**src/rtl/sram_pkg.sv**
```systemverilog
package sram_pkg;

    // Bank geometry
    localparam int DATA_W = 32;
    localparam int ADDR_W = 8;
    localparam int MASK_W = 4;
    localparam int BYTE_W = DATA_W / MASK_W;
    localparam int DEPTH  = 256;

    // Command packet width, bank select plus port fields
    localparam int PKT_W  = 56;

    typedef enum logic [0:0] {
        BANK0 = 1'b0,
        BANK1 = 1'b1
    } bank_sel_e;

    // Decoded operation on the read/write port
    typedef enum logic [1:0] {
        RW_IDLE  = 2'd0,
        RW_READ  = 2'd1,
        RW_WRITE = 2'd2
    } rw_op_e;

    // Same bit layout as the legacy 56-bit packet
    // Bit 55 is the bank, bits 54..0 the port fields
    typedef struct packed {
        bank_sel_e         bank;
        logic              rw_csb;
        logic              rw_web;
        logic [MASK_W-1:0] wmask;
        logic [ADDR_W-1:0] rw_addr;
        logic [DATA_W-1:0] wdata;
        logic              ro_csb;
        logic [ADDR_W-1:0] ro_addr;
    } sram_packet_t;

    // Read/write port request to one bank
    typedef struct packed {
        rw_op_e            op;
        logic [MASK_W-1:0] wmask;
        logic [ADDR_W-1:0] addr;
        logic [DATA_W-1:0] wdata;
    } rw_req_t;

    // Read-only port request, enable is active high
    typedef struct packed {
        logic              en;
        logic [ADDR_W-1:0] addr;
    } ro_req_t;

    // One port's read response
    typedef struct packed {
        logic              valid;
        bank_sel_e         bank;
        logic [DATA_W-1:0] data;
    } read_rsp_t;

endpackage

```
**src/rtl/sram_read_return.sv**
```systemverilog
module sram_read_return (
    input  logic                        clk_in,
    input  logic                        rst_n,
    input  sram_pkg::bank_sel_e         rd_bank,
    input  logic                        rw_rd,
    input  logic                        ro_rd,
    input  logic [sram_pkg::DATA_W-1:0] rw_dout0,
    input  logic [sram_pkg::DATA_W-1:0] ro_dout0,
    input  logic [sram_pkg::DATA_W-1:0] rw_dout1,
    input  logic [sram_pkg::DATA_W-1:0] ro_dout1,
    output sram_pkg::read_rsp_t         rw_rsp,
    output sram_pkg::read_rsp_t         ro_rsp
);
    import sram_pkg::*;

    // Read-issue tag, one cycle behind the router
    bank_sel_e         bank_q;
    logic              rw_rd_q;
    logic              ro_rd_q;

    // Data from the addressed bank
    logic [DATA_W-1:0] rw_sel;
    logic [DATA_W-1:0] ro_sel;

    read_rsp_t         rw_rsp_q;
    read_rsp_t         ro_rsp_q;

    // Lines up with the bank output registers
    always_ff @(posedge clk_in) begin
        if (!rst_n) begin
            bank_q  <= BANK0;
            rw_rd_q <= 1'b0;
            ro_rd_q <= 1'b0;
        end else begin
            bank_q  <= rd_bank;
            rw_rd_q <= rw_rd;
            ro_rd_q <= ro_rd;
        end
    end

    assign rw_sel = (bank_q == BANK1) ? rw_dout1 : rw_dout0;
    assign ro_sel = (bank_q == BANK1) ? ro_dout1 : ro_dout0;

    always_ff @(posedge clk_in) begin
        if (!rst_n) begin
            rw_rsp_q <= '{valid: 1'b0, bank: BANK0, data: '0};
            ro_rsp_q <= '{valid: 1'b0, bank: BANK0, data: '0};
        end else begin
            // Valid pulses for one cycle, data hold otherwise
            rw_rsp_q.valid <= rw_rd_q;
            ro_rsp_q.valid <= ro_rd_q;
            if (rw_rd_q) begin
                rw_rsp_q.bank <= bank_q;
                rw_rsp_q.data <= rw_sel;
            end
            if (ro_rd_q) begin
                ro_rsp_q.bank <= bank_q;
                ro_rsp_q.data <= ro_sel;
            end
        end
    end

    assign rw_rsp = rw_rsp_q;
    assign ro_rsp = ro_rsp_q;

endmodule

```
**config.mk**
```make
export PLATFORM = sky130hd
export DESIGN_NAME = sram_read_return
export DESIGN_NICKNAME = d
export VERILOG_FILES = /design/src/rtl/sram_pkg.sv /design/src/rtl/sram_read_return.sv
export SDC_FILE = /design/constraint.sdc
export NUM_CORES = 1
export LEC_CHECK = 0
export BUFFER_PORTS_ARGS = -buffer_cell sky130_fd_sc_hd__buf_2
export CAP_MARGIN = 20
export CORE_MARGIN = 3
export CORE_UTILIZATION = 25
export CTS_CLUSTER_SIZE = 20
export DETAILED_ROUTE_END_ITERATION = 10
export PLACE_DENSITY = 0.56
export SLEW_MARGIN = 20
export SYNTH_ARGS = -nofsm -noshare
export SYNTH_HDL_FRONTEND = slang
export SYNTH_SLANG_ARGS = --single-unit
```
**constraint.sdc**
```tcl
create_clock -name clk_in -period 1.39 [get_ports clk_in]
set_input_delay 0.0695 -clock clk_in [delete_from_list [all_inputs] [get_ports clk_in]]
set_output_delay 0.0695 -clock clk_in [all_outputs]
set_load 0.05 [all_outputs]
```
==> impl_metrics.ini, run 1 <==
[power]
seq_power_share_pct = 41.4
power_frac_clock_pct = 36.9
leakage_nw = 2.11
power_mw = 5.39
swShare_pct = 30.2
comb_power_share_pct = 21.7
power.density_nw_per_um2 = 1240
internal-power_mw = 3.76
switching_power_mw = 1.63
ir_worst_vdd_v = 0.000432

[synth]
syn_inst = 301
synth_seq_cells = 71
synthesis.area_um2 = 2970
syn_nets = 434
ys_types = 11
yosys-top-cells-area = dfxtp_1 (48%), mux2i_1 (22%), a21oi_1 (11%), o21ai_0 (11%), buf_12 (3.4%)
avgSynthCellArea_um2 = 9.88
synth_top_area_share_pct = 47.8
yosys_warnings = 0
ys_seq_area_share_pct = 47.8
synth_area_leader_cell = dfxtp_1

[flow_run]
drv_cap = 0

[grt]
grt_pass1_vias = 2624
grt_pass1_wl_mm = 11.9
use_met2_pct = 19.1
grt_util_met1_pct = 12.8
track_usage_pct = 11.2
antenna_found_initial = 0
grt_max_degree = 72
grt_busiest_layer = met2
overflow = 0
use_met3_pct = 3.89

[timing]
fmax_mhz = 924
hold_viol = 0
fin_skew_ns = 0.00474
tightestPinTransition_ns = 0.269
layout_min_cycle_time_ns = 1.08
rsz0062_at_grt = no
tns_ns = 0
fin_crit_sh_pct = 77.8
slew_violations = 0
slew_headroom_pct = 82.1
finalSetupViolations = 0

[floorplanning]
core_area_um2 = 11500
die_area_um2 = 13200
core.rowCount = 39
die_y_um = 115
fp.dieW_um = 115
io_pins = 201
initial_core_util_pct = 25.8

[layout]
area_delta_synth_final_pct = 46.8
final_cell_mix = buf_2 (200), dfxtp_1 (68), mux2i_1 (66)
fin_cells = 642
layout.cells.most_common = buf_2
fill_cells = 1148
antenna_cells = 0
multi_input_area_um2 = 1350
nNetsFinal = 627
regArea_um2 = 1430
drive_gt1_share_pct = 45.1
final_cell_area_um2 = 4360

[drt]
drt-pass1-iter-count = 4
drc = 0
ant_nets = 0
drt_iter0_markers = 99
viasPerCell = 4.47
wl_mm = 8.00
wl_per_cell_um = 12.5
route.vias.total = 2868

[clock_tree]
cts_resized = 0
cts_root_buffer = clkbuf_16
cts_buffers = 9
clock_latency_ns = 0.32
cts_tree = yes
path_clk_slew_ns = 0.05
postCtsSetupBuffers = 0
cts_max_path_buffers = 2
postCtsHoldBufs = 3
cts.sinks = 71
htree_levels = 3

[place]
gp_congestion = 0.745
place_inst = 623
io_buffers = 200
placed_area_um2 = 4080
dp_hpwl_mm = 5.84

[worst_setup_path]
path_max_fanout = 25
endpoint_kind = flip-flop
path_class = flip-flop to flip-flop
critPathLaunchType = flip-flop
critical_path_arrival_ns = 1.28
crit_required_ns = 1.59

[min_path]
hold_class = primary input to flip-flop

[status]
run_status = completed
==> worst paths after layout <==
| path | start | end | slack (ns) | cells past startpoint |
|---|---|---|---|---|
| worst max-delay path | bank_q | ro_rsp[10] | 0.31 | 3 |
| worst max register to register | bank_q | ro_rsp[10] | 0.31 | 3 |
| worst min register to register | ro_rsp[17] | ro_rsp[17] | 0.51 | 2 |
| worst min-delay path | rw_dout0[16] | rw_rsp[16] | 0.03 | 3 |
==> logic make-up (layout without fill, tap and decap cells) <==
logic type             count (synthesis)  in the layout  synth area share [%]
AOI/OAI and AO/OA                    128            128                  21.5
buffers and inverters                 29            227                  6.94
DFF                                   71             71                  47.8
muxes                                 66             66                  22.2
and+or+nand+nor                        7              7                  1.47
==> cell type report <==
class / instances / share of cell area [%]
tap: 143 / 4.10
multi-input combinational: 201 / 30.8
timing repair buffer: 211 / 26.4
clock inverter: 5 / 0.574
sequential: 71 / 32.7
clock buffer: 11 / 5.33
==> routing by layer <==
layer  up-vias  wire (um)  share of wire (%)
li1       1470          -                  -
met1      1266       3410                 43
met2       121       3720                 47
met3        11        739                9.2
met4         0        127                1.6
met5         -          0                  0
==> flip-flops by register name, indices dropped and copies added (netlist names) <==
register	flops
ro_rsp	34
bank_q	1
rw_rsp	34
ro_rd_q	1
rw_rd_q	1
==> metrics by stage <==
step	hold WS, ns	utilization [%]	worst slack (ns)
after floorplan	0.197	-	0.349
after global placement	0.275	35.4	0.364
after detailed placement	0.281	35.4	0.324
after CTS	0.0141	37.9	0.309
after global routing	0.0350	37.9	0.237
final	0.0280	37.9	0.308
==> Yosys cell counts (all sizes together) <==
library cell  number
nor2b              2
o21ai             64
clkbuf            19
dfxtp             71
mux2i             66
buf               10
a21oi             64
and2               5
==> critical path, stage by stage, from the launching register on <==
cell     delay [ns]
dfxtp_4        0.39
buf_12         0.21
mux2i_1        0.24
a21oi_1        0.10
==> power groups by stage <==
stage                     Clock, mW  Combinational [mW]  Sequential (mW)
after floorplan                   0               0.356             2.72
after global placement            0                1.16             2.28
after detailed placement          0                1.18             2.27
after CTS                      2.09                1.18             2.23
after global routing           2.18                1.25             2.25
final                          1.99                1.17             2.23
(Power assumes the default switching activity.)
==> inputs of run 2 (changes only) <==
--- a/config.mk
+++ b/config.mk
@@ -5,13 +5,14 @@
 export SDC_FILE = /design/constraint.sdc
 export NUM_CORES = 1
 export LEC_CHECK = 0
+export ABC_AREA = 1
 export BUFFER_PORTS_ARGS = -buffer_cell sky130_fd_sc_hd__buf_2
 export CAP_MARGIN = 20
 export CORE_MARGIN = 3
 export CORE_UTILIZATION = 25
 export CTS_CLUSTER_SIZE = 20
 export DETAILED_ROUTE_END_ITERATION = 10
-export PLACE_DENSITY = 0.56
+export PLACE_DENSITY = 0.55
 export SLEW_MARGIN = 20
 export SYNTH_ARGS = -nofsm -noshare
 export SYNTH_HDL_FRONTEND = slang
==> constraint.sdc (replaced) <==
create_clock -name clk_in -period 0.9 [get_ports clk_in]
set_input_delay 0.045 -clock clk_in [delete_from_list [all_inputs] [get_ports clk_in]]
set_output_delay 0.045 -clock clk_in [all_outputs]
set_load 0.05 [all_outputs]
==> run 2 against run 1 <==
Compared with the run above: the run now ends with negative setup slack left; hold slack improved by 0.0046 ns; fmax increased by 7.2%; clock-buffer cell count increased by 3; wire length increased by 48%; combinational power increased by 98%; core utilization increased by 7.4 points; cell count increased by 49%; critical path type unchanged; critical endpoint is now ro_rsp[5]; largest cell class is now non-clock buffers; largest power group is now clock; highest routed layer is now met5.
==> impl_metrics.ini, run 2 <==
[synth]
syn_nets = 699
ys_types = 11
yosysMostFrequentCell = nand2_1
synth_area_leader_cell = dfxtp_1
synthFlopType = dfxtp_1
synth_top_area_share_pct = 40.5
yosys-top-cells-area = dfxtp_1 (40%), nand2_1 (21%), inv_1 (14%), a21oi_1 (9.7%), nand3_1 (8.8%)
ys_top_cells_by_count = nand2_1 (193), inv_1 (129), dfxtp_1 (71), a21oi_1 (68), nand3_1 (62)
ys_seq_area_share_pct = 40.5
async_flop_share_pct = 0
syn_inst = 566
synth_edf_count = 0
avgSynthCellArea_um2 = 6.21
yosys_warnings = 0
synthesis.area_um2 = 3510
synth_seq_cells = 71

[place]
dp_slack_ns = -0.117
io_buffers = 200
gp_congestion = 0.751
dp_hpwl_mm = 8.16

[worst_setup_path]
critPathLaunchType = flip-flop
path_max_fanout = 15
r2r_end = ro_rsp[5]
crit_required_ns = 1.16
endpoint_kind = flip-flop
cp_top_family = flip-flops
r2r_cells = 5
path_class = flip-flop to flip-flop
slowest_delay_ns = 0.41
crit_buf_inv = 2
critical_path_arrival_ns = 1.27
timing.rr.start = bank_q
worst_path_max_delay_cell = dfxtp_4
crit_chain = inv_8 > buf_12 > nand2_1 > nand3_2 > a21oi_2
ff2ff_setup_slack_ns = -0.11

[power]
seq_power_share_pct = 36.8
power_frac_clock_pct = 38.9
switching_power_mw = 2.79
leakage_nw = 3.22
comb_power_share_pct = 24.4
power_mw = 9.53
power.density_nw_per_um2 = 1560
ir_worst_vdd_v = 0.000769
internal-power_mw = 6.74
swShare_pct = 29.3

[flow_run]
drv_cap = 0

[drt]
drt_iter0_markers = 159
wl_met3_um = 817
wl_met1_mm = 5.37
wl_met2_mm = 5.46
drt-pass1-iter-count = 4
ant_nets = 0
topRoutingLayerUsed = met5
wl_mm = 11.8
route.vias.total = 4004
viasPerCell = 4.18
drc = 0
wl_per_cell_um = 12.4

[floorplanning]
die_area_um2 = 15500
initial_core_util_pct = 26.0
fp.dieW_um = 125
core_area_um2 = 13500
io_pins = 201
core.rowCount = 42
die_y_um = 125

[timing]
finalSetupViolations = 64
fmax_mhz = 991
rsz0062_at_grt = yes
hold_viol = 0
fin_skew_ns = 0.00699
tightestPinTransition_ns = 0.189
fin_crit_sh_pct = 112
layout_min_cycle_time_ns = 1.01
slew_violations = 0
slew_headroom_pct = 87.4
tns_ns = -3.13
layout_setup_ws_ns = -0.109

[layout]
layout.cells.most_common = nand2_1
area_delta_synth_final_pct = 74.0
nNetsFinal = 911
final_cell_mix = nand2_1 (179), buf_2 (132), inv_1 (129)
drive_gt1_share_pct = 45.3
antenna_cells = 0
multi_input_area_um2 = 1530
regArea_um2 = 1510
fill_cells = 1397

[grt]
grt_pass1_wl_mm = 19.1
track_usage_pct = 15.0
overflow = 0
grt_pass1_vias = 3837
antenna_found_initial = 1
grt_max_degree = 33

[clock_tree]
htree_levels = 3
cts.sinks = 71
cts_max_path_buffers = 2
cts_buffers = 9
clock_latency_ns = 0.34
path_clk_slew_ns = 0.06
cts_root_buffer = clkbuf_16
cts_tree = yes

[min_path]
hold_start = rw_dout0[14]
worstHoldEndpoint = rw_rsp[14]
holdPathStages = 5
hold_class = primary input to flip-flop

[status]
run_status = finished, violations left
violations = negative setup slack
## run 2: cell count changes in the layout (fill, tap and decap cells not counted), moves of 60 or more
| cell | previous run | this run |
|---|---|---|
| nand2_1 | 0 | 179 |
| dfxtp_1 | 68 | 0 |
| buf_2 | 200 | 132 |
| mux2i_1 | 66 | 0 |
| o21ai_0 | 64 | 4 |
| dfxtp_2 | 2 | 70 |
| inv_1 | 0 | 129 |
## run 2: per-stage QoR
stage                     utilization, %  hold WS (ns)  std cells  cell area [um2]
after floorplan                        -         0.143        566             3630
after global placement              36.2         0.231        928             4890
after detailed placement            36.2         0.233        928             4890
after CTS                           43.2        0.0206        954             5840
after global routing                45.3        0.0388        959             6110
final                               45.3        0.0326        959             6110
## run 2: worst max path at each step
stage,from,to,cells past startpoint
detailed placement,bank_q,ro_rsp[9],4
CTS,bank_q,ro_rsp[9],4
finish,bank_q,ro_rsp[5],5
global placement,bank_q,ro_rsp[16],4
floorplan,ro_rsp[23],ro_rsp[23],2
global route,bank_q,ro_rsp[1],5
## run 2: worst reg2reg max path, delay by kind of cell, from the launching register on
kind,cells,cell delay (ns)
AND/OR/NAND/NOR,2,0.15
flip-flops,1,0.41
buffers and inverters,2,0.22
AO/OA/AOI/OAI,1,0.15
## run 2: timing repair
action | CTS | global route
buffers inserted | 1 | 5
hold buffers | 7 | 0
hold endpoints to repair | 5 | 0
cloned | 2 | 0
gates resized for setup | 165 | 63
endpoints found under the setup margin | 134 | 109
pin swaps | 1 | 3
## run 2: cells by family after synthesis
family          count (synthesis)  share of synthesized area (%)
compound gates                 72                           10.3
flops                          71                           40.5
buf+inv                       168                           19.8
simple gates                  255                           29.5
## run 2: power by group through the flow
stage | combinational [mW] | sequential (mW) | clock, mW
after CTS | 2.22 | 3.48 | 3.85
after global routing | 2.51 | 3.52 | 3.98
final | 2.32 | 3.50 | 3.71
after global placement | 1.91 | 3.50 | 0
after detailed placement | 1.91 | 3.51 | 0
after floorplan | 0.666 | 4.09 | 0
## run 2: layout make-up
| class | count | share of cell area [%] |
|---|---|---|
| multi-input cells | 327 | 25.0 |
| well taps | 176 | 3.60 |
| clock buffers | 14 | 4.48 |
| flip-flops and latches | 71 | 24.7 |
| repair buffers | 236 | 33.2 |
| clock inverters | 2 | 0.614 |
| inverters | 133 | 8.29 |
## run 2: metal layers
layer	track usage [%]	vias to the layer above
li1	-	2101
met1	18.8	1763
met2	24.0	123
met3	5.32	15
met4	5.42	2
met5	0	-
==> inputs of run 3 (changes only) <==
--- a/config.mk
+++ b/config.mk
@@ -6,7 +6,7 @@
 export NUM_CORES = 1
 export LEC_CHECK = 0
 export ABC_AREA = 1
-export BUFFER_PORTS_ARGS = -buffer_cell sky130_fd_sc_hd__buf_2
+export BUFFER_PORTS_ARGS = -buffer_cell sky130_fd_sc_hd__buf_4
 export CAP_MARGIN = 20
 export CORE_MARGIN = 3
 export CORE_UTILIZATION = 25
==> run 3 against run 2 <==
Compared with the run above: the flow still finishes with violations (negative setup slack); flip-flop and latch count stayed put; clock-buffer cell count down 3; first-iteration DRC count increased by 45%; core utilization hardly changed; clock power fell by 8.9%; hold slack lost 0.027 ns; register-to-register slack better by 0.03 ns; wire length increased by 1.3%; via count grew 0.97%; critical path type unchanged; critical endpoint is now ro_rsp[0]; highest routed layer is now met4.
==> impl_metrics.ini, run 3 (synthesized netlist as in run 2, its figures left out) <==
[status]
run_status = finished, violations left
violations = negative setup slack

[drt]
ant_nets = 0
viasPerCell = 4.25
drt-pass1-iter-count = 4
drc = 0
wl_per_cell_um = 12.6
route.vias.total = 4043
drt_iter0_markers = 231
wl_mm = 12.0

[clock_tree]
cts_max_path_buffers = 2
cts_root_buffer = clkbuf_16
htree_levels = 3
clock_latency_ns = 0.32
cts_buffers = 9
cts_tree = yes
path_clk_slew_ns = 0.06
cts.sinks = 71

[layout]
layout.cells.most_common = nand2_1
nNetsFinal = 905
final_cell_mix = nand2_1 (192), buf_4 (140), inv_1 (129)
area_delta_synth_final_pct = 74.0
drive_gt1_share_pct = 40.7
antenna_cells = 0

[worst_setup_path]
crit_chain = buf_12 > nand2_1 > nand3_1 > a21oi_1
critPathLaunchType = flip-flop
timing.rr.start = bank_q
slowest_delay_ns = 0.39
endpoint_kind = flip-flop
worstSetupStartpoint = bank_q
crit_required_ns = 1.10
path_max_fanout = 41
critical_path_arrival_ns = 1.18
cp_top_family = flip-flops
path_class = flip-flop to flip-flop
crit_buf_inv = 1
ff2ff_setup_slack_ns = -0.08
worst_path_max_delay_cell = dfxtp_4

[grt]
grt_max_degree = 42
grt_pass1_vias = 3893
grt_pass1_wl_mm = 19.1
antenna_found_initial = 0
overflow = 0
track_usage_pct = 14.7

[timing]
layout_min_cycle_time_ns = 0.979
layout_setup_ws_ns = -0.0791
slew_violations = 0
rsz0062_at_grt = yes
finalSetupViolations = 64
slew_headroom_pct = 86.7
tightestPinTransition_ns = 0.199
fin_crit_sh_pct = 109
hold_viol = 0
tns_ns = -3.78
fmax_mhz = 1020
fin_skew_ns = 0.00382

[min_path]
hold_class = primary input to flip-flop
hold_start = rst_n

[power]
power.density_nw_per_um2 = 1510
power_mw = 9.21
leakage_nw = 3.23
ir_worst_vdd_v = 0.000682

[place]
dp_hpwl_mm = 8.66
io_buffers = 200
gp_congestion = 0.790

[floorplanning]
core.rowCount = 42
fp.dieW_um = 125
core_area_um2 = 13500
die_area_um2 = 15500
io_pins = 201
die_y_um = 125
initial_core_util_pct = 26.0

[flow_run]
drv_cap = 0
## run 3: cell types whose count changed in the layout (fill, tap and decap cells not counted), moves of 8 or more
cell | previous run | this run
buf_2 | 132 | 0
nand3_1 | 52 | 60
buf_4 | 14 | 140
nand2_2 | 14 | 1
buf_6 | 32 | 69
nand3_2 | 10 | 2
a21oi_1 | 55 | 63
a21oi_2 | 13 | 5
buf_8 | 40 | 3
nand2_1 | 179 | 192
## run 3: repair_timing
| action | CTS | global route |
|---|---|---|
| hold buffers | 8 | 0 |
| resized for setup | 51 | 43 |
| setup buffers | 0 | 1 |
| endpoints found under the setup margin | 104 | 96 |
| hold endpoints to repair | 6 | 0 |
| cloned | 1 | 1 |
## run 3: power by group
part	switching, mW	total (mW)	leakage, nW	internal (mW)
Combinational	1.28	2.34	2.48	1.06
Clock	1.26	3.38	0.135	2.12
Sequential	0.136	3.49	0.610	3.36
Total	2.67	9.21	3.23	6.54
## run 3: layout make-up
class / instances / area [um2]
multi-input combinational: 327 / 1430
tap: 176 / 220
sequential: 71 / 1510
timing repair buffer: 230 / 2170
inverter: 133 / 507
fill: 1378 / 7400
clock buffer: 11 / 233
clock inverter: 4 / 47.5
## run 3: final timing paths
kind / end / depth (start not counted)
max: ro_rsp[0] / 4
min: ro_rsp[33] / 3
max reg2reg: ro_rsp[0] / 4
min reg2reg: rw_rsp[15] / 2
## run 3: routing by layer
metal  track usage, %  vias to the layer above  wire [um]
met5                0                        -          0
met2             23.9                      132       5700
met4             3.29                        0         66
met3             4.76                        4        835
met1             19.2                     1820       5390
li1                 -                     2087          -
## run 3: tightest hold or removal path: cells and delay by family
family / cells / cell delay, ns
buffers and inverters: 2 / 0.18
AND/OR/NAND/NOR: 1 / 0.06
## run 3: stage by stage
step | worst slack (ns) | cell area, um2 | instances | util, % | hold WS, ns
floorplan | -0.00103 | 3630 | 566 | - | 0.143
global placement | -0.0980 | 5350 | 926 | 39.6 | 0.229
detailed placement | -0.123 | 5350 | 926 | 39.6 | 0.234
CTS | -0.0778 | 5920 | 950 | 43.8 | 0.00173
global route | -0.145 | 6110 | 952 | 45.2 | 0.0109
finish | -0.0791 | 6110 | 952 | 45.2 | 0.00601
