## src/rtl/sram_pkg.sv

```systemverilog
package sram_pkg;

    // Bank geometry
    localparam int DATA_W = 32;
    localparam int ADDR_W = 8;
    localparam int MASK_W = 4;
    localparam int BYTE_W = DATA_W / MASK_W;
    localparam int DEPTH  = 256;

    // Command packet width, bank select plus port fields
    localparam int PKT_W  = 56;

    typedef enum logic [0:0] {
        BANK0 = 1'b0,
        BANK1 = 1'b1
    } bank_sel_e;

    // Decoded operation on the read/write port
    typedef enum logic [1:0] {
        RW_IDLE  = 2'd0,
        RW_READ  = 2'd1,
        RW_WRITE = 2'd2
    } rw_op_e;

    // Same bit layout as the legacy 56-bit packet
    // Bit 55 is the bank, bits 54..0 the port fields
    typedef struct packed {
        bank_sel_e         bank;
        logic              rw_csb;
        logic              rw_web;
        logic [MASK_W-1:0] wmask;
        logic [ADDR_W-1:0] rw_addr;
        logic [DATA_W-1:0] wdata;
        logic              ro_csb;
        logic [ADDR_W-1:0] ro_addr;
    } sram_packet_t;

    // Read/write port request to one bank
    typedef struct packed {
        rw_op_e            op;
        logic [MASK_W-1:0] wmask;
        logic [ADDR_W-1:0] addr;
        logic [DATA_W-1:0] wdata;
    } rw_req_t;

    // Read-only port request, enable is active high
    typedef struct packed {
        logic              en;
        logic [ADDR_W-1:0] addr;
    } ro_req_t;

    // One port's read response
    typedef struct packed {
        logic              valid;
        bank_sel_e         bank;
        logic [DATA_W-1:0] data;
    } read_rsp_t;

endpackage

```

## src/rtl/sram_packet_router.sv

```systemverilog
module sram_packet_router (
    input  logic                   clk_in,
    input  logic                   rst_n,
    input  logic                   pkt_valid,
    input  sram_pkg::sram_packet_t pkt,
    output sram_pkg::rw_req_t      rw_req0,
    output sram_pkg::rw_req_t      rw_req1,
    output sram_pkg::ro_req_t      ro_req0,
    output sram_pkg::ro_req_t      ro_req1,
    output sram_pkg::bank_sel_e    rd_bank,
    output logic                   rw_rd,
    output logic                   ro_rd
);
    import sram_pkg::*;

    // Decoded packet controls
    rw_op_e            dec_op;
    logic              dec_ro_en;

    // Next per-bank controls
    rw_op_e            op0_d;
    rw_op_e            op1_d;
    logic              ro_en0_d;
    logic              ro_en1_d;

    // Registered controls
    rw_op_e            op0_q;
    rw_op_e            op1_q;
    logic              ro_en0_q;
    logic              ro_en1_q;
    bank_sel_e         bank_q;
    logic              rw_rd_q;
    logic              ro_rd_q;

    // Registered payload, shared by both banks
    logic [MASK_W-1:0] wmask_q;
    logic [ADDR_W-1:0] rw_addr_q;
    logic [DATA_W-1:0] wdata_q;
    logic [ADDR_W-1:0] ro_addr_q;

    // Active-low selects to operations
    always_comb begin
        if (pkt.rw_csb) begin
            dec_op = RW_IDLE;
        end else if (pkt.rw_web) begin
            dec_op = RW_READ;
        end else begin
            dec_op = RW_WRITE;
        end
    end

    assign dec_ro_en = ~pkt.ro_csb;

    // Steer to the selected bank, other bank stays idle
    always_comb begin
        op0_d    = RW_IDLE;
        op1_d    = RW_IDLE;
        ro_en0_d = 1'b0;
        ro_en1_d = 1'b0;
        if (pkt_valid) begin
            case (pkt.bank)
                BANK0: begin
                    op0_d    = dec_op;
                    ro_en0_d = dec_ro_en;
                end
                BANK1: begin
                    op1_d    = dec_op;
                    ro_en1_d = dec_ro_en;
                end
                default: ;
            endcase
        end
    end

    always_ff @(posedge clk_in) begin
        if (!rst_n) begin
            op0_q    <= RW_IDLE;
            op1_q    <= RW_IDLE;
            ro_en0_q <= 1'b0;
            ro_en1_q <= 1'b0;
            bank_q   <= BANK0;
            rw_rd_q  <= 1'b0;
            ro_rd_q  <= 1'b0;
        end else begin
            op0_q    <= op0_d;
            op1_q    <= op1_d;
            ro_en0_q <= ro_en0_d;
            ro_en1_q <= ro_en1_d;
            rw_rd_q  <= pkt_valid && (dec_op == RW_READ);
            ro_rd_q  <= pkt_valid && dec_ro_en;
            if (pkt_valid) begin
                bank_q <= pkt.bank;
            end
        end
    end

    always_ff @(posedge clk_in) begin
        if (pkt_valid) begin
            wmask_q   <= pkt.wmask;
            rw_addr_q <= pkt.rw_addr;
            wdata_q   <= pkt.wdata;
            ro_addr_q <= pkt.ro_addr;
        end
    end

    assign rw_req0 = '{op: op0_q, wmask: wmask_q, addr: rw_addr_q, wdata: wdata_q};
    assign rw_req1 = '{op: op1_q, wmask: wmask_q, addr: rw_addr_q, wdata: wdata_q};
    assign ro_req0 = '{en: ro_en0_q, addr: ro_addr_q};
    assign ro_req1 = '{en: ro_en1_q, addr: ro_addr_q};

    // Read-issue flags for the read return
    assign rd_bank = bank_q;
    assign rw_rd   = rw_rd_q;
    assign ro_rd   = ro_rd_q;

endmodule

```

## config.mk

```make
export PLATFORM = sky130hd
export DESIGN_NAME = sram_packet_router
export DESIGN_NICKNAME = d
export VERILOG_FILES = /design/src/rtl/sram_pkg.sv /design/src/rtl/sram_packet_router.sv
export SDC_FILE = /design/constraint.sdc
export NUM_CORES = 1
export LEC_CHECK = 0
export BUFFER_PORTS_ARGS = -buffer_cell sky130_fd_sc_hd__clkbuf_2
export CORE_UTILIZATION = 30
export CTS_BUF_LIST = sky130_fd_sc_hd__clkbuf_4
export DETAILED_ROUTE_END_ITERATION = 12
export PLACE_DENSITY = 0.63
export RECOVER_POWER = 50
export SYNTH_ARGS = -nofsm -noshare
export SYNTH_HDL_FRONTEND = slang
export SYNTH_SLANG_ARGS = --single-unit
```

## constraint.sdc

```tcl
create_clock -name clk_in -period 0.8 [get_ports clk_in]
set_clock_uncertainty 0.15 [all_clocks]
set_input_delay 0.08 -clock clk_in [delete_from_list [all_inputs] [get_ports clk_in]]
set_output_delay 0.08 -clock clk_in [all_outputs]
set_load 0.01 [all_outputs]
```

==> results of run 1 <==
sequential cells by signal (all words and copies together), names as in the netlist, 2 cells and up:
name and count:
wdata_q 32, wmask_q 4, ro_addr_q 8, op1_q 2, rw_addr_q 8, op0_q 2
cell usage in the layout, fill, tap and decap left out, drive strengths merged:
| cell type | n |
|---|---|
| clkbuf | 159 |
| dlygate4sd3 | 52 |
| edfxtp | 52 |
| buf | 26 |
| dfxtp | 9 |
| nor2 | 8 |
| clkinv | 4 |
| bufinv | 2 |
| nand2b | 2 |
| diode | 1 |
| nand3b | 1 |
| nand2 | 1 |
| or3b | 1 |
| or2b | 1 |
| a21boi | 1 |
| inv | 1 |
area by class of cell:
type	count	area (sq um)	share of cell area
sequential	61	1750	0.490
timing repair buffer	227	1450	0.406
tap	99	124	0.0347
multi-input combinational	15	88.8	0.0249
clock inverter	6	77.6	0.0217
clock buffer	10	75.1	0.0210
inverter	1	3.75	0.00105
antenna	1	2.50	0.000701
path summary, 6_finish.rpt:
path	startpoint	to	slack (ps)	cells after the start
setup / recovery	ro_addr_q[1]	ro_req1[1]	-380	1
hold / removal	pkt[54]	op0_q[1]	-190	3
hold reg to reg	rd_bank	rd_bank	440	3
setup reg to reg	rd_bank	rd_bank	-30	3
per-layer routing:
| layer | track usage | vias to the layer above |
|---|---|---|
| li1 | - | 772 |
| met1 | 0.109 | 740 |
| met2 | 0.225 | 90 |
| met3 | 0.0537 | 7 |
| met4 | 0.0660 | 0 |
| met5 | 0 | - |
power groups by stage:
stage	clock, mW	sequential [mW]	combinational, mW
after detailed placement	0	3.89	0.875
after CTS	2.38	3.82	1.08
after global placement	0	3.88	0.871
final	2.29	3.82	1.08
after floorplan	0	4.03	0.537
after global routing	2.55	3.85	1.18
kinds of logic (layout without fill, tap and decap cells):
logic type      count (synthesis)  count (layout)
buf+inv                        55             244
flops                          61              61
simple gates                   14              14
other cells                     0               1
compound gates                  1               1
repair_timing:
item,in CTS,in global routing
setup buffers,0,1
pin swaps,0,3
resized for setup,3,38
setup endpoints to repair,113,119
hold endpoints to repair,61,17
==> flow_summary.json, run 1 <==
{
  "status": "complete, but fails checks",
  "failed_checks": "negative hold slack, negative setup slack",
  "met3WireLength_microns": 403,
  "final_layout_size_suffix_gt1_frac": 0.609,
  "boundaryPins": 172,
  "path_clk_slew_ps": 100,
  "power.share.sequential": 0.531,
  "count_of_buffering_cells_on_the_critical_path_with_inverters_included": 1,
  "clk_path_buf_depth": 2,
  "cpLargestDelayFamily": "flip-flops",
  "drt-wirelength-per-cell_microns": 11.5,
  "post-route-worst-setup-slack_ps": -382,
  "timing.final.setup_violations": 114,
  "synth_edf_count": 52,
  "detailroute.via_count": 1609,
  "yosys.area_share.adder": 0,
  "yosys_warnings": 0,
  "p_leak_nw": 1.67,
  "route.detailed.vias_per_inst": 3.83,
  "hold_violations": 9,
  "drt_first_pass_iters": 4,
  "finalWeightedCongestion": 0.661,
  "finish.net_count": 374,
  "ys_async_rst_share": 0,
  "synth_commonest_cells": "54 x buf_4, 52 x edfxtp_1, 9 x dfxtp_1",
  "wire_length_of_the_first_global_routing_pass_mm": 6.59,
  "floorplan.die.width_microns": 88.2,
  "max-cap-violations": 0,
  "synth_area_sq_mm": 0.00223,
  "period_share": 1.48,
  "final_period_demand_of_the_worst_path_ps": 1180,
  "yosys-mux-area-fraction": 0,
  "worstPathCellList": "clkbuf_2",
  "worst_ep_required_time_ps": 570,
  "dr.first_iter.drc_count": 67,
  "synth.most_common_cell": "buf_4",
  "grt.overflow.total": 0,
  "placementRows": 31,
  "nFillCells": 654,
  "global_route.usage.total": 0.121,
  "wl_mm": 4.83,
  "netlist-cell-type-count": 11,
  "crit_fanout": 2,
  "post_layout_instance_area_sq_mm": 0.00357,
  "timing.critical_path.arrival_ps": 950,
  "yosys.area_share.xor_xnor": 0,
  "maxClockFrequency_mhz": 846,
  "min_path_type": "input pin to flip-flop",
  "type_of_the_worst_setup_path": "flip-flop to output port",
  "cts-buffers-inserted": 9,
  "routedLengthMet1_mm": 1.66,
  "grt_antenna_before_repair": 1,
  "worstSetupStartpointType": "flip-flop",
  "internal_power_consumption_mw": 5.55,
  "crit_path_max_incr_delay_ps": 420,
  "timing.setup.tns_ps": -38830,
  "synthesis.area_per_instance_sq_um": 17.0,
  "grt_start_max_net_pins": 34,
  "clk_latency_ps": 380,
  "synth_compound_area_frac": 0.00337,
  "placedInstanceArea_sq_mm": 0.00285,
  "power.share.combinational": 0.150,
  "numPortBuffers": 171,
  "netSwitchingPower_mw": 1.63,
  "grt_setup_unrepaired": "true",
  "route.met2.wl_mm": 2.70,
  "dp.cells": 350,
  "tritoncts": "yes",
  "yosys.area.top_type_share": 0.701,
  "total_power_mw": 7.18,
  "synth_area_leader_cell": "edfxtp_1",
  "syn_to_final_growth_pct": 60.3,
  "ctsRootBufferMaster": "clkbuf_4",
  "stdcell_count": 420,
  "clock_power_share": 0.318,
  "synth_top_family_by_area": "buffers and inverters",
  "layout.core_utilization": 0.495,
  "design.core.area_sq_mm": 0.00721,
  "cts_hold_buffers": 53,
  "syn-num-nets": 190,
  "maxSlewHeadroom": 0.713,
  "number_of_global_route_vias_before_repair": 1481,
  "finalMaxSlewViolations": 0,
  "synth-seq-area-share": 0.782,
  "fp.dieH_microns": 88.2,
  "whs_ps": -193,
  "initial_utilization": 0.309,
  "synth.ff_latch_count": 61,
  "synth_simple_gate_area_frac": 0.0314,
  "antenna_left": 0,
  "area_enclosed_by_the_die_boundary_sq_mm": 0.00778,
  "worstSetupEndpointType": "output port",
  "netlist_instances": 131,
  "number_of_drc_violations_after_detailed_routing": 0,
  "dp_worst_setup_slack_ps": -140,
  "post_synth_top_flop": "edfxtp_1",
  "critPathSlowestCell": "edfxtp_1",
  "worstMarginPinSlew_ps": 431,
  "cellPowerDensity_mw_per_mm2": 2010,
  "dpl.hpwl_mm": 3.39,
  "tritoncts_num_sinks": 61,
  "post_synth_main_area_contributors": "edfxtp_1 70%, buf_4 18%, dfxtp_1 8.1%",
  "highest_layer": "met4",
  "h_tree_levels": 3,
  "sw_frac_of_total": 0.228,
  "vdd_ir_drop_max_v": 0.00108
}
(Power assumes the default switching activity.)
==> run 2: changes to the inputs <==
--- a/config.mk
+++ b/config.mk
@@ -9,6 +9,7 @@
 export CORE_UTILIZATION = 30
 export CTS_BUF_LIST = sky130_fd_sc_hd__clkbuf_4
 export DETAILED_ROUTE_END_ITERATION = 12
+export GPL_TIMING_DRIVEN = 0
 export PLACE_DENSITY = 0.63
 export RECOVER_POWER = 50
 export SYNTH_ARGS = -nofsm -noshare
==> flow_summary.json, run 2 (same netlist as run 1, synthesis figures left out) <==
{
  "num_antenna_cells": 0,
  "crit_fanout": 2,
  "boundaryPins": 172,
  "worst_min_path_start": "pkt[54]",
  "whs_ps": -176,
  "maxSlewHeadroom": 0.661,
  "tritoncts_num_sinks": 61,
  "clk_latency_ps": 380,
  "hold_violations": 10,
  "period_share": 1.63,
  "largest_register_ff_count": 32,
  "number_of_global_route_vias_before_repair": 1870,
  "rr_endpoint": "rd_bank",
  "timing.critical_path.arrival_ps": 1070,
  "worstMarginPinSlew_ps": 508,
  "nFillCells": 546,
  "detailroute.via_count": 1831,
  "placementRows": 31,
  "drt-wirelength-per-cell_microns": 13.0,
  "reg2reg_depth": 3,
  "grt_setup_unrepaired": "true",
  "number_of_drc_violations_after_detailed_routing": 0,
  "min_path_type": "input pin to flip-flop",
  "syn_to_final_growth_pct": 99.4,
  "worst_hold_path.num_cells": 3,
  "timing.final.setup_violations": 122,
  "floorplan.die.width_microns": 88.2,
  "max_flop_register": "wdata_q",
  "wl_mm": 6.06,
  "grt.overflow.total": 0,
  "status": "complete, but fails checks",
  "ctsRootBufferMaster": "clkbuf_4",
  "crit_path_max_incr_delay_ps": 440,
  "worst_path_most_repeated_cell": "buf_6",
  "max-cap-violations": 0,
  "m2_gr_usage": 0.300,
  "path_clk_slew_ps": 100,
  "layout.cells.most_common": "buf_6",
  "global_route.usage.met3": 0.0566,
  "final_cell_mix": "113 x buf_6, 106 x clkbuf_2, 53 x dlygate4sd3_1, 52 x edfxtp_1, 10 x clkbuf_4",
  "final_layout_size_suffix_gt1_frac": 0.667,
  "biggestRegsByFlops": "wdata_q: 32 flops, ro_addr_q: 8 flops, rw_addr_q: 8 flops",
  "wire_length_of_the_first_global_routing_pass_mm": 8.74,
  "globalRouteMet1Util": 0.144,
  "finalMaxSlewViolations": 0,
  "tritoncts": "yes",
  "p_leak_nw": 2.06,
  "cellPowerDensity_mw_per_mm2": 1730,
  "cts-buffers-inserted": 9,
  "worstSetupEndpointType": "output port",
  "vdd_ir_drop_max_v": 0.00127,
  "grt_start_max_net_pins": 57,
  "global_route.usage.total": 0.155,
  "worstSetupStartpointType": "flip-flop",
  "area_enclosed_by_the_die_boundary_sq_mm": 0.00778,
  "type_of_the_worst_setup_path": "flip-flop to output port",
  "h_tree_levels": 3,
  "clk_path_buf_depth": 2,
  "initial_utilization": 0.309,
  "maxClockFrequency_mhz": 767,
  "whs_endpoint": "op1_q[1]",
  "grt_antenna_before_repair": 0,
  "rr_startpoint": "rd_bank",
  "antenna_left": 0,
  "numPortBuffers": 171,
  "route.detailed.vias_per_inst": 3.91,
  "finalWeightedCongestion": 0.649,
  "worst_ep_required_time_ps": 570,
  "layout.core_utilization": 0.616,
  "finish.net_count": 424,
  "fp.dieH_microns": 88.2,
  "dr.first_iter.drc_count": 57,
  "ff2ff_setup_slack_ps": -60,
  "final_period_demand_of_the_worst_path_ps": 1300,
  "design.core.area_sq_mm": 0.00721,
  "worstPathCellList": "buf_6 -> buf_6",
  "global_route.peak_usage_layer": "met2",
  "critPathSlowestCell": "edfxtp_1",
  "drt_first_pass_iters": 4,
  "post-route-worst-setup-slack_ps": -504,
  "failed_checks": "negative hold slack, negative setup slack"
}
-- run 2: changes by cell type in the layout (fill, tap and decap cells not counted), moves of 2 or more --
| cell | previous run | this run |
|---|---|---|
| clkbuf_2 | 145 | 106 |
| buf_6 | 8 | 113 |
| clkbuf_1 | 2 | 0 |
| clkinv_1 | 2 | 0 |
| clkbuf_4 | 12 | 10 |
| buf_2 | 17 | 4 |
-- run 2: per-stage QoR --
step	setup TNS (ps)	area [sq um]	total power [mW]	setup WS, ps	cells
floorplan	-72.8	2420	4.57	-1.40	131
global placement	-55920	3400	5.17	-1040	401
detailed placement	-58040	3400	5.21	-1070	401
CTS	-51510	4400	7.74	-544	468
global route	-56180	4440	8.05	-568	468
finish	-47700	4440	7.68	-504	468
-- run 2: worst max-delay path: cells and delay by family, from the launching register on --
family | cells | cell delay (ps)
flip-flops | 1 | 440
buffers and inverters | 2 | 250
-- run 2: final cells by class --
class | count | area (sq um) | share of cell area
Timing Repair Buffer | 225 | 1780 | 0.399
Multi-Input combinational cell | 15 | 77.6 | 0.0175
Inverter | 1 | 3.75 | 0.000845
Clock buffer | 10 | 75.1 | 0.0169
Tap cell | 99 | 124 | 0.0279
Clock inverter | 5 | 52.6 | 0.0118
Buffer | 52 | 586 | 0.132
Sequential cell | 61 | 1750 | 0.394
-- run 2: where the power goes --
group	internal, mW	switching [mW]	total, mW
clock network	0.957	1.07	2.03
registers	3.71	0.161	3.87
logic	1.15	0.628	1.78
total	5.82	1.86	7.68
-- run 2: worst max path at each step --
stage	start	cells past startpoint	endpoint	slack, ps
finish	wdata_q[7]	2	rw_req1[7]	-500
CTS	ro_addr_q[1]	2	ro_req1[1]	-540
global route	wdata_q[6]	2	rw_req1[6]	-570
global placement	pkt_valid	3	rd_bank	-1040
detailed placement	pkt_valid	3	rd_bank	-1070
floorplan	ro_addr_q[0]	1	ro_req1[0]	-1
-- run 2: layer usage --
| metal | vias to the layer above | routed length [microns] | share of wire |
|---|---|---|---|
| met5 | - | 0 | 0 |
| met4 | 0 | 86 | 0.014 |
| met3 | 7 | 440 | 0.073 |
| met2 | 95 | 3500 | 0.58 |
| met1 | 862 | 2040 | 0.34 |
| li1 | 867 | - | - |
-- run 2: timing repair --
item	CTS	global route
hold buffers	54	1
setup endpoints to repair	174	121
gates resized for setup	59	23
hold endpoints to repair	61	9
buffers inserted	0	1
pin swaps	0	3
==> run 3: changes to the inputs <==
--- a/config.mk
+++ b/config.mk
@@ -5,12 +5,14 @@
 export SDC_FILE = /design/constraint.sdc
 export NUM_CORES = 1
 export LEC_CHECK = 0
-export BUFFER_PORTS_ARGS = -buffer_cell sky130_fd_sc_hd__clkbuf_2
+export ABC_AREA = 1
+export CAP_MARGIN = 20
 export CORE_UTILIZATION = 30
 export CTS_BUF_LIST = sky130_fd_sc_hd__clkbuf_4
 export DETAILED_ROUTE_END_ITERATION = 12
+export DONT_BUFFER_PORTS = 1
 export GPL_TIMING_DRIVEN = 0
-export PLACE_DENSITY = 0.63
+export PLACE_DENSITY = 0.44
 export RECOVER_POWER = 50
 export SYNTH_ARGS = -nofsm -noshare
 export SYNTH_HDL_FRONTEND = slang
==> flow_summary.json, run 3 <==
{
  "status": "complete, but fails checks",
  "failed_checks": "negative hold slack, negative setup slack",
  "global_route.peak_usage_layer": "met2",
  "dp.cells": 233,
  "reg2reg_depth": 2,
  "worstMarginPinSlew_ps": 222,
  "rr_startpoint": "rd_bank",
  "global_route.usage.met3": 0.0613,
  "globalRouteMet1Util": 0.107,
  "drt-wirelength-per-cell_microns": 14.8,
  "multi_input_area_sq_um": 70.1,
  "crit_fanout": 2,
  "layout.core_utilization": 0.455,
  "dpl.hpwl_mm": 3.16,
  "syn-num-nets": 193,
  "synthesis.area_per_instance_sq_um": 16.6,
  "finalMaxSlewViolations": 0,
  "route.detailed.vias_per_inst": 4.04,
  "tritoncts": "yes",
  "synth_commonest_cells": "54 x buf_4, 52 x edfxtp_1, 9 x dfxtp_1",
  "path_clk_slew_ps": 100,
  "max-cap-violations": 0,
  "timing.setup.tns_ps": -39300,
  "placementRows": 31,
  "boundaryPins": 172,
  "critPathSlowestCell": "edfxtp_1",
  "finish.net_count": 262,
  "grt_antenna_before_repair": 0,
  "synth.ff_latch_count": 61,
  "maxClockFrequency_mhz": 779,
  "cellPowerDensity_mw_per_mm2": 2070,
  "post-route-worst-setup-slack_ps": -484,
  "whs_ps": -348,
  "ys_async_rst_share": 0,
  "initial_utilization": 0.309,
  "number_of_global_route_vias_before_repair": 1271,
  "drt_first_pass_iters": 4,
  "min_path_type": "input pin to flip-flop",
  "maxSlewHeadroom": 0.852,
  "clk_latency_ps": 370,
  "reg_area_sq_mm": 0.00175,
  "finalWeightedCongestion": 0.659,
  "ctsRootBufferMaster": "clkbuf_4",
  "wire_length_of_the_first_global_routing_pass_mm": 6.35,
  "nFillCells": 664,
  "vdd_ir_drop_max_v": 0.000828,
  "timing.final.setup_violations": 113,
  "biggestRegsByFlops": "wdata_q: 32 flops, ro_addr_q: 8 flops, rw_addr_q: 8 flops",
  "dr.first_iter.drc_count": 52,
  "p_leak_nw": 1.29,
  "cts-buffers-inserted": 9,
  "period_share": 1.61,
  "startpoint": "rw_addr_q[4]",
  "worstSetupStartpointType": "flip-flop",
  "fp.dieH_microns": 88.2,
  "timing.critical_path.arrival_ps": 1050,
  "yosys_warnings": 0,
  "netlist_instances": 134,
  "whs_endpoint": "wdata_q[13]",
  "grt_start_max_net_pins": 57,
  "total_power_mw": 6.80,
  "placedInstanceArea_sq_mm": 0.00255,
  "m2_gr_usage": 0.207,
  "worst_min_path_start": "pkt_valid",
  "wl_mm": 4.54,
  "number_of_drc_violations_after_detailed_routing": 0,
  "tritoncts_num_sinks": 61,
  "synth_edf_count": 52,
  "post_synth_main_area_contributors": "edfxtp_1 70%, buf_4 18%, dfxtp_1 8.1%",
  "syn_to_final_growth_pct": 47.3,
  "num_antenna_cells": 0,
  "largest_register_ff_count": 32,
  "cts_hold_buffers": 58,
  "final_period_demand_of_the_worst_path_ps": 1280,
  "rr_endpoint": "rd_bank",
  "numPortBuffers": 0,
  "type_of_the_worst_setup_path": "flip-flop to output port",
  "worstPathCellList": "buf_6",
  "design.core.area_sq_mm": 0.00721,
  "antenna_left": 0,
  "worstSetupEndpointType": "output port",
  "h_tree_levels": 3,
  "worst_hold_path.num_cells": 0,
  "worst_ep_required_time_ps": 570,
  "floorplan.die.width_microns": 88.2,
  "clk_path_buf_depth": 2,
  "area_enclosed_by_the_die_boundary_sq_mm": 0.00777,
  "cpLargestDelayFamily": "flip-flops",
  "grt.overflow.total": 0,
  "detailroute.via_count": 1237,
  "post_synth_top_flop": "edfxtp_1",
  "hold_violations": 61,
  "layout.cells.most_common": "dlygate4sd3_1",
  "global_route.usage.total": 0.115,
  "ff2ff_setup_slack_ps": 80,
  "dp_worst_setup_slack_ps": -69.9,
  "stdcell_count": 306,
  "netlist-cell-type-count": 8,
  "synth-seq-area-share": 0.782,
  "synth_area_sq_mm": 0.00223,
  "crit_path_max_incr_delay_ps": 500,
  "synth.most_common_cell": "buf_4",
  "synth_area_leader_cell": "edfxtp_1",
  "final_cell_mix": "57 x dlygate4sd3_1, 54 x buf_6, 52 x edfxtp_1, 10 x clkbuf_4, 9 x dfxtp_2",
  "max_flop_register": "wdata_q",
  "post_layout_instance_area_sq_mm": 0.00328,
  "final_layout_size_suffix_gt1_frac": 0.386,
  "yosys.area.top_type_share": 0.701,
  "count_of_buffering_cells_on_the_critical_path_with_inverters_included": 1,
  "grt_setup_unrepaired": "true"
}
[run 3: layout make-up]
type,count,area share
multi-input combinational,15,0.0214
tap,99,0.0378
timing repair buffer,58,0.178
clock inverter,5,0.0160
buffer,54,0.185
inverter,4,0.00458
clock buffer,10,0.0229
sequential,61,0.534
[run 3: worst max-delay path by stage]
stage	endpoint	slack (ps)	depth (start not counted)
final	rw_req1[36]	-480	1
after global routing	rw_req1[36]	-560	1
after CTS	rw_req1[36]	-530	1
after detailed placement	rw_req1[36]	-70	1
after global placement	rw_req1[36]	-70	1
after floorplan	ro_req1[0]	-1	1
[run 3: logic make-up after synthesis]
kind of cell | Yosys count | synth area share
simple gates | 15 | 0.0292
flops | 61 | 0.782
buf+inv | 58 | 0.189
[run 3: per-layer routing]
layer	part of all wire	wire (microns)
met4	0.011	49
met2	0.57	2600
met1	0.31	1410
met3	0.11	479
met5	0	0
[run 3: what timing repair did]
action | 4_1_cts | 5_1_grt
endpoints found under the setup margin | 113 | 117
endpoints found under the hold margin | 113 | 61
setup buffers | 0 | 0
pin swaps | 0 | 0
gates resized for setup | 11 | 2
[run 3: where the power goes]
group | internal [mW] | total [mW] | switching, mW
clock network | 0.956 | 2.00 | 1.04
registers | 3.71 | 4.01 | 0.296
logic | 0.556 | 0.798 | 0.242
total | 5.23 | 6.80 | 1.58
